==> config.mk <==
export PLATFORM = sky130hd
export DESIGN_NAME = dac_subsys_top
export DESIGN_NICKNAME = d
export VERILOG_FILES = /design/src/verilog/dac_sample_pkg.sv /design/src/verilog/dac_cfg_pkg.sv /design/src/verilog/cmd_link_if.sv /design/src/verilog/gen_link_if.sv /design/src/verilog/dac_config_ctrl.sv /design/src/verilog/lfsr_batch_gen.sv /design/src/verilog/ramp_batch_gen.sv /design/src/verilog/batch_mixer.sv /design/src/verilog/dac_subsys_top.sv
export SDC_FILE = /design/constraint.sdc
export NUM_CORES = 1
export LEC_CHECK = 0
export BUFFER_PORTS_ARGS = -buffer_cell sky130_fd_sc_hd__buf_2
export CAP_MARGIN = 20
export CORE_ASPECT_RATIO = 1.5
export CORE_MARGIN = 2
export CORE_UTILIZATION = 55
export DETAILED_ROUTE_END_ITERATION = 7
export PLACE_DENSITY = 0.77
export SYNTH_ARGS = -nofsm -noshare
export SYNTH_HDL_FRONTEND = slang
export SYNTH_HIERARCHICAL = 1
export SYNTH_SLANG_ARGS = --single-unit
==> constraint.sdc <==
create_clock -name ps_clk -period 4.8 [get_ports ps_clk]
set_input_delay 0.24 -clock ps_clk [delete_from_list [all_inputs] [get_ports ps_clk]]
set_output_delay 0.24 -clock ps_clk [all_outputs]
set_load 0.01 [all_outputs]
==> src/verilog/dac_sample_pkg.sv <==
package dac_sample_pkg;

	// one DAC sample word.
	localparam int sample_width = 16;

	// right shift applied to every lane, 0 to 15.
	localparam int scale_width = 4;

	// lanes per batch presented to the DAC.
	localparam int default_batch_samples = 4;

	typedef logic [sample_width-1:0] sample_t;

	// which generator feeds the output register.
	typedef enum logic [1:0] {
		mode_idle = 2'd0,
		mode_lfsr = 2'd1,
		mode_ramp = 2'd2
	} out_mode_t;

endpackage

==> src/verilog/dac_cfg_pkg.sv <==
package dac_cfg_pkg;

	// register-map fresh bits.
	localparam int seed_valid_id = 0;
	localparam int ramp_valid_id = 1;
	localparam int halt_req_id = 2;
	localparam int spare_id = 3;
	localparam int fresh_width = spare_id + 1;

	localparam int payload_width =
		dac_sample_pkg::default_batch_samples * dac_sample_pkg::sample_width;

	// one-hot opcodes, same bit order as the register map commands.
	typedef enum logic [4:0] {
		op_scale = 5'd1,
		op_ramp = 5'd2,
		op_seed = 5'd4,
		op_halt = 5'd8,
		op_rst = 5'd16
	} cmd_op_t;

	// ramp setting sits in the low 32 bits.
	typedef struct packed {
		logic [payload_width-33:0] pad;
		dac_sample_pkg::sample_t step;
		dac_sample_pkg::sample_t start;
	} ramp_set_t;

	// same payload bits, read per opcode.
	typedef union packed {
		dac_sample_pkg::sample_t [dac_sample_pkg::default_batch_samples-1:0] seeds;
		ramp_set_t ramp;
	} cmd_payload_u;

	typedef struct packed {
		cmd_op_t op;
		logic [dac_sample_pkg::scale_width-1:0] scale;
		cmd_payload_u payload;
	} cmd_word_t;

endpackage

==> src/verilog/cmd_link_if.sv <==
`timescale 1ns/100ps

interface cmd_link_if #(
	parameter int batch_samples = dac_sample_pkg::default_batch_samples
);
	import dac_cfg_pkg::*;

	cmd_word_t cmd;
	logic cmd_valid;
	logic cmd_rdy;
	logic cmd_done;

	// the command word is sized by the package lane count.
	if (batch_samples != dac_sample_pkg::default_batch_samples) begin : g_lane_check
		$error("cmd_link_if: batch_samples differs from the command payload size");
	end

	modport ctrl (
		output cmd,
		output cmd_valid,
		input cmd_rdy,
		input cmd_done
	);

	modport mixer (
		input cmd,
		input cmd_valid,
		output cmd_rdy,
		output cmd_done
	);

endinterface

==> src/verilog/gen_link_if.sv <==
`timescale 1ns/100ps

interface gen_link_if #(
	parameter int batch_samples = dac_sample_pkg::default_batch_samples
);
	import dac_sample_pkg::*;
	import dac_cfg_pkg::*;

	// single-cycle strobes from the mixer.
	logic load;
	logic advance;
	cmd_payload_u load_data;

	// registered generator output.
	sample_t [batch_samples-1:0] batch;

	modport mixer (
		output load,
		output advance,
		output load_data,
		input batch
	);

	modport gen (
		input load,
		input advance,
		input load_data,
		output batch
	);

endinterface

==> src/verilog/dac_config_ctrl.sv <==
`timescale 1ns/100ps

module dac_config_ctrl #(
	parameter int batch_samples = dac_sample_pkg::default_batch_samples
) (
	input logic ps_clk,
	input logic ps_rst,
	input logic [dac_cfg_pkg::fresh_width-1:0] fresh_bits,
	input dac_sample_pkg::sample_t [batch_samples-1:0] seed_data,
	input dac_sample_pkg::sample_t ramp_start,
	input dac_sample_pkg::sample_t ramp_step,
	input logic [dac_sample_pkg::scale_width-1:0] scale_factor,
	input logic halt,
	cmd_link_if.ctrl link
);
	import dac_sample_pkg::*;
	import dac_cfg_pkg::*;

	typedef enum logic [1:0] {
		st_idle,
		st_send,
		st_rst,
		st_halt
	} state_t;

	state_t state;
	logic seed_pend;
	logic ramp_pend;
	logic scale_pend;
	logic [scale_width-1:0] scale_q;
	logic halt_q;
	logic halt_evt;
	logic seed_req;
	logic ramp_req;
	logic scale_req;

	// halt is taken on its rising edge.
	assign halt_evt = (halt && !halt_q) || fresh_bits[halt_req_id];
	assign seed_req = seed_pend || fresh_bits[seed_valid_id];
	assign ramp_req = ramp_pend || fresh_bits[ramp_valid_id];
	assign scale_req = scale_pend || (scale_factor != scale_q);

	// payload filled according to opcode.
	function automatic cmd_word_t build_cmd(cmd_op_t op);
		cmd_word_t w;
		w.op = op;
		w.scale = scale_factor;
		w.payload = '0;
		if (op == op_seed) begin
			for (int i = 0; i < batch_samples; i++) begin
				w.payload.seeds[i] = seed_data[i];
			end
		end else if (op == op_ramp) begin
			w.payload.ramp.start = ramp_start;
			w.payload.ramp.step = ramp_step;
		end
		return w;
	endfunction

	always_ff @(posedge ps_clk) begin
		if (ps_rst) begin
			state <= st_rst;
			link.cmd_valid <= 1'b0;
			{seed_pend, ramp_pend, scale_pend} <= '0;
			scale_q <= '0;
			halt_q <= 1'b1;
		end else begin
			seed_pend <= seed_req;
			ramp_pend <= ramp_req;
			scale_pend <= scale_req;
			scale_q <= scale_factor;
			halt_q <= halt;
			if (halt_evt) begin
				state <= st_halt;
				link.cmd_valid <= 1'b0;
				{seed_pend, ramp_pend, scale_pend} <= '0;
			end else begin
				case (state)
					st_rst: begin
						link.cmd <= build_cmd(op_rst);
						link.cmd_valid <= 1'b1;
						state <= st_send;
					end
					st_halt: begin
						link.cmd <= build_cmd(op_halt);
						link.cmd_valid <= 1'b1;
						state <= st_send;
					end
					st_idle: begin
						// seed before ramp before scale.
						if (seed_req) begin
							link.cmd <= build_cmd(op_seed);
							link.cmd_valid <= 1'b1;
							seed_pend <= 1'b0;
							state <= st_send;
						end else if (ramp_req) begin
							link.cmd <= build_cmd(op_ramp);
							link.cmd_valid <= 1'b1;
							ramp_pend <= 1'b0;
							state <= st_send;
						end else if (scale_req) begin
							link.cmd <= build_cmd(op_scale);
							link.cmd_valid <= 1'b1;
							scale_pend <= 1'b0;
							state <= st_send;
						end
					end
					st_send: begin
						if (link.cmd_valid && link.cmd_rdy) begin
							link.cmd_valid <= 1'b0;
						end
						if (link.cmd_done) begin
							state <= st_idle;
						end
					end
					default: state <= st_idle;
				endcase
			end
		end
	end

endmodule

==> src/verilog/lfsr_batch_gen.sv <==
`timescale 1ns/100ps

module lfsr_batch_gen #(
	parameter int batch_samples = dac_sample_pkg::default_batch_samples
) (
	input logic ps_clk,
	input logic ps_rst,
	gen_link_if.gen gen
);
	import dac_sample_pkg::*;

	localparam sample_t tap_mask = 16'hB400;

	sample_t [batch_samples-1:0] lanes;

	// galois step, taps 16 14 13 11.
	function automatic sample_t lfsr_step(sample_t s);
		if (s[0]) begin
			return (s >> 1) ^ tap_mask;
		end
		return s >> 1;
	endfunction

	always_ff @(posedge ps_clk) begin
		if (ps_rst) begin
			for (int i = 0; i < batch_samples; i++) begin
				lanes[i] <= sample_t'(1);
			end
		end else if (gen.load) begin
			for (int i = 0; i < batch_samples; i++) begin
				// all-zero state would lock up.
				if (gen.load_data.seeds[i] == '0) begin
					lanes[i] <= sample_t'(1);
				end else begin
					lanes[i] <= gen.load_data.seeds[i];
				end
			end
		end else if (gen.advance) begin
			for (int i = 0; i < batch_samples; i++) begin
				lanes[i] <= lfsr_step(lanes[i]);
			end
		end
	end

	assign gen.batch = lanes;

endmodule

==> src/verilog/ramp_batch_gen.sv <==
`timescale 1ns/100ps

module ramp_batch_gen #(
	parameter int batch_samples = dac_sample_pkg::default_batch_samples
) (
	input logic ps_clk,
	input logic ps_rst,
	gen_link_if.gen gen
);
	import dac_sample_pkg::*;

	sample_t step;
	sample_t stride;
	sample_t [batch_samples-1:0] lanes;

	// base moves by one whole batch per advance.
	assign stride = sample_t'(batch_samples) * step;

	always_ff @(posedge ps_clk) begin
		if (ps_rst) begin
			step <= '0;
			lanes <= '0;
		end else if (gen.load) begin
			step <= gen.load_data.ramp.step;
			for (int i = 0; i < batch_samples; i++) begin
				lanes[i] <= gen.load_data.ramp.start + sample_t'(i) * gen.load_data.ramp.step;
			end
		end else if (gen.advance) begin
			for (int i = 0; i < batch_samples; i++) begin
				lanes[i] <= lanes[i] + stride;
			end
		end
	end

	// lane 0 is the base.
	assign gen.batch = lanes;

endmodule

==> src/verilog/batch_mixer.sv <==
`timescale 1ns/100ps

module batch_mixer #(
	parameter int batch_samples = dac_sample_pkg::default_batch_samples
) (
	input logic ps_clk,
	input logic ps_rst,
	cmd_link_if.mixer link,
	gen_link_if.mixer lfsr,
	gen_link_if.mixer ramp,
	input logic dac_rdy,
	output dac_sample_pkg::sample_t [batch_samples-1:0] dac_batch,
	output logic dac_batch_valid
);
	import dac_sample_pkg::*;
	import dac_cfg_pkg::*;

	out_mode_t mode;
	logic [scale_width-1:0] scale;
	cmd_payload_u payload_q;
	logic gen_fresh;
	logic take;
	logic cmd_take;
	logic capture;
	sample_t [batch_samples-1:0] sel_batch;

	assign take = dac_batch_valid && dac_rdy;
	assign cmd_take = link.cmd_valid && link.cmd_rdy;
	// gen_fresh marks a generator batch not yet copied to the output.
	assign capture = (mode != mode_idle) && gen_fresh && (!dac_batch_valid || take);
	assign sel_batch = (mode == mode_ramp) ? ramp.batch : lfsr.batch;
	assign lfsr.load_data = payload_q;
	assign ramp.load_data = payload_q;

	always_ff @(posedge ps_clk) begin
		if (capture) begin
			for (int i = 0; i < batch_samples; i++) begin
				dac_batch[i] <= sel_batch[i] >> scale;
			end
		end
		if (cmd_take) begin
			payload_q <= link.cmd.payload;
		end
	end

	always_ff @(posedge ps_clk) begin
		if (ps_rst) begin
			mode <= mode_idle;
			scale <= '0;
			dac_batch_valid <= 1'b0;
			gen_fresh <= 1'b0;
			{lfsr.load, lfsr.advance, ramp.load, ramp.advance} <= '0;
			link.cmd_rdy <= 1'b1;
			link.cmd_done <= 1'b0;
		end else begin
			{lfsr.load, lfsr.advance, ramp.load, ramp.advance} <= '0;
			link.cmd_rdy <= 1'b1;
			link.cmd_done <= 1'b0;
			// generator output turns over on the strobe edge.
			if (lfsr.load || lfsr.advance || ramp.load || ramp.advance) begin
				gen_fresh <= 1'b1;
			end
			if (take) begin
				dac_batch_valid <= 1'b0;
				lfsr.advance <= (mode == mode_lfsr);
				ramp.advance <= (mode == mode_ramp);
			end
			if (capture) begin
				dac_batch_valid <= 1'b1;
				gen_fresh <= 1'b0;
			end
			if (cmd_take) begin
				link.cmd_rdy <= 1'b0;
				link.cmd_done <= 1'b1;
				dac_batch_valid <= 1'b0;
				case (link.cmd.op)
					op_rst, op_halt: mode <= mode_idle;
					op_seed: begin
						mode <= mode_lfsr;
						lfsr.load <= 1'b1;
						gen_fresh <= 1'b0;
					end
					op_ramp: begin
						mode <= mode_ramp;
						ramp.load <= 1'b1;
						gen_fresh <= 1'b0;
					end
					op_scale: begin
						scale <= link.cmd.scale;
						// untaken batch is dropped and reshifted.
						if (!take) begin
							gen_fresh <= gen_fresh || dac_batch_valid
								|| lfsr.advance || ramp.advance;
						end
					end
					default: ;
				endcase
			end
		end
	end

endmodule

==> src/verilog/dac_subsys_top.sv <==
`timescale 1ns/100ps

module dac_subsys_top #(
	parameter int batch_samples = dac_sample_pkg::default_batch_samples
) (
	input logic ps_clk,
	input logic ps_rst,
	input logic [dac_cfg_pkg::fresh_width-1:0] fresh_bits,
	input dac_sample_pkg::sample_t [batch_samples-1:0] seed_data,
	input dac_sample_pkg::sample_t ramp_start,
	input dac_sample_pkg::sample_t ramp_step,
	input logic [dac_sample_pkg::scale_width-1:0] scale_factor,
	input logic halt,
	input logic dac_rdy,
	output dac_sample_pkg::sample_t [batch_samples-1:0] dac_batch,
	output logic dac_batch_valid
);
	import dac_sample_pkg::*;

	// package types only cover the default lane count.
	if (batch_samples != default_batch_samples) begin : g_lane_check
		$error("dac_subsys_top: batch_samples must equal default_batch_samples");
	end

	cmd_link_if #(.batch_samples(batch_samples)) cmd_link ();
	gen_link_if #(.batch_samples(batch_samples)) lfsr_link ();
	gen_link_if #(.batch_samples(batch_samples)) ramp_link ();

	dac_config_ctrl #(.batch_samples(batch_samples)) u_ctrl (
		.ps_clk(ps_clk),
		.ps_rst(ps_rst),
		.fresh_bits(fresh_bits),
		.seed_data(seed_data),
		.ramp_start(ramp_start),
		.ramp_step(ramp_step),
		.scale_factor(scale_factor),
		.halt(halt),
		.link(cmd_link.ctrl)
	);

	batch_mixer #(.batch_samples(batch_samples)) u_mixer (
		.ps_clk(ps_clk),
		.ps_rst(ps_rst),
		.link(cmd_link.mixer),
		.lfsr(lfsr_link.mixer),
		.ramp(ramp_link.mixer),
		.dac_rdy(dac_rdy),
		.dac_batch(dac_batch),
		.dac_batch_valid(dac_batch_valid)
	);

	lfsr_batch_gen #(.batch_samples(batch_samples)) u_lfsr (
		.ps_clk(ps_clk),
		.ps_rst(ps_rst),
		.gen(lfsr_link.gen)
	);

	ramp_batch_gen #(.batch_samples(batch_samples)) u_ramp (
		.ps_clk(ps_clk),
		.ps_rst(ps_rst),
		.gen(ramp_link.gen)
	);

endmodule

==> impl_results.md <==
- Most frequent cells in the layout: nor2_1, edfxtp_1, mux2i_1
- Most common cell after layout, fill and taps aside: nor2_1
- Fin worst setup slack: about 1400 ps
- Synthesized instance count: 2147
- R2R Path Start: u_mixer/lfsr.load_data[3]
- Number of DRC markers in iteration 0: 1805
- H-tree depth: 2
- Via/cell ratio: about 6.2
- Post-Syn Area per Cell: approximately 11 sq um
- # rows: between 90 and 100
- Worst-Margin Slew: 1110 ps
- GR peak layer: met2
- Antenna Cells: 0
- Critical path required time: about 5300 ps
- Final WL: just under 70000 um
- Clk sink count: ~370
- Startpoint type of the worst setup path: flop
- TritonCTS clock tree: done
- DP Worst Slack: approximately 1400 ps
- I/O pin total: roughly 170
- IO buf count: approximately 170
- Final Setup Violations: 0
- Internal: 5350 uW
- Worst-Skew Late Latency: 560 ps
- Clk slew on worst S/H paths: roughly 70 ps
- Reg2reg end: u_ramp/gen.batch[62]
- Gp weighted congestion: between 0.9 and 1
- All-layer global routing usage: 0.314
- Slew headroom: 0.261
- Final antenna-violating net count: 0
- Routed wire length per instance: between 20 and 25 um
- First-pass GRT wire length: between 100000 and 150000 um
- Tmin final: about 3400 ps
- Fin nets: ~2600
- Sequential share of power: 0.489
- PwrDens: 272 nW/um^2
- Combinational power share: 0.085
- WP data arrival: 3840 ps
- Initial antenna violation count: 1
- Status: complete, no violations
- P_leak: 0.00976 uW
- Clk pwr share: 0.427
- Clock buffer depth: 3
- Synthesis warning total: 6
- Maximum vdd drop: approximately 0.28 mV
- Total number of vias: between 15000 and 20000
- Post-CTS resize count: 0
- Total global routing overflow: 0
- Core area: 41100 sq um
- Cell Area, Synth: about 23000 sq um
- Met1 usage: 0.381
- Largest net degree at the start of global routing: 76
- First-pass DRT Iterations: 6
- Met3 Use GR: 0.0435
- RSZ-0062 raised after global routing: false
- Setup TNS: 0 ps
- Setup crit end: u_ramp/gen.batch[62]
- Clk_skew: approximately 14 ps
- Worst reg2reg path depth: 10
- Critical path class: reg -> reg
- Num CTS Buffers: 36
- CP Launch Point: u_mixer/lfsr.load_data[3]
- Worst-path maximum fanout: 6
- Die X: 170 um
- Vias in the first global route: 17745
- Final HPWL DP: 47100 um
- Worst Setup End Kind: flop
- Slew Viols, Final: 0
- GR Util met2: 0.514
- Fin crit share: 0.702
- Net Switching: roughly 1700 uW
- Fin. Hold Viols: 0
- Die H: between 200 and 300 um
- Reg-to-reg slack, setup: between 1000 and 1500 ps
- Area Growth Syn to Fin: 13.5%
- Fraction of layout cells with a size suffix above 1: 0.168
- Sw Ratio: 0.244
- Die footprint: about 43000 sq um
- MaxCap Viol Count: 0
- Worst hold path type: in -> reg
- Highest clock rate: approximately 0.30 GHz
- Root buf cell: clkbuf_16
- DRC: 0
- Syn nets: ~2400
- Initial Util: 0.556
-- final cells by class --
type | count | area, sq um
well taps | 558 | 698
inverters | 34 | 128
clock inverters | 24 | 310
multi-input cells | 1589 | 12400
repair buffers | 298 | 2100
flip-flops and latches | 366 | 9360
fillers | 3224 | 15200
clock buffers | 42 | 943
-- metrics by stage --
step	hold WS [ps]	cell area (sq um)	util	total power [uW]	std cells
floorplan	339	22900	-	3870	2147
global placement	403	23600	0.575	4030	2741
detailed placement	405	23600	0.575	4050	2742
CTS	6.10	25900	0.630	7070	2909
global route	7.39	25900	0.631	7270	2911
finish	13.3	25900	0.631	7070	2911
-- flip-flops by register name, summed over array words and instances, names as in the netlist, 2 cells and up --
register,flops
u_mixer/lfsr.load_data,64
u_mixer/scale,4
u_ctrl/scale_q,4
u_ramp/step,14
u_mixer/dac_batch,64
u_ctrl/state,2
u_ramp/gen.batch,62
u_lfsr/gen.batch,64
u_mixer/mode,2
u_ctrl/link.cmd,73
-- worst max-delay path, cell delays in order, from the launching register on --
cell,delay (ps)
edfxtp_1,560
fa_1,530
ha_1,340
o21ai_0,260
o21ai_1,110
a31o_2,260
a21o_2,240
a2111oi_4,410
o31ai_1,150
xnor2_1,140
a221oi_1,270
-- worst min-delay path by stage --
stage / slack [ps] / startpoint / cells past startpoint / end
after floorplan: 340 / scale_factor[0] / 0 / u_ctrl/link.cmd[64]
after global placement: 400 / u_ctrl/link.cmd[43] / 0 / u_mixer/lfsr.load_data[43]
after detailed placement: 400 / u_ctrl/link.cmd[17] / 0 / u_mixer/lfsr.load_data[17]
after CTS: 6 / ramp_start[6] / 2 / u_ctrl/link.cmd[6]
after global routing: 7 / seed_data[55] / 2 / u_ctrl/link.cmd[55]
final: 10 / seed_data[55] / 2 / u_ctrl/link.cmd[55]
-- layer usage --
| layer | wire, um | up-vias |
|---|---|---|
| li1 | - | 8358 |
| met1 | 26100 | 8704 |
| met2 | 32000 | 830 |
| met3 | 4680 | 200 |
| met4 | 5400 | 2 |
| met5 | 19 | - |
-- power groups by stage --
stage          Clock, uW  Combinational, uW  Sequential (uW)
2_1_floorplan          0                408             3460
3_3_place_gp           0                515             3510
3_5_place_dp           0                529             3520
4_1_cts             3040                581             3450
5_1_grt             3160                654             3460
6_report            3010                601             3450
-- timing repair --
action                                  CTS  global route
hold buffers                            101             0
hold endpoints to repair                 78             0
setup buffers                             0             0
endpoints found under the setup margin    0             0
Power figures use the tool's default switching activity.
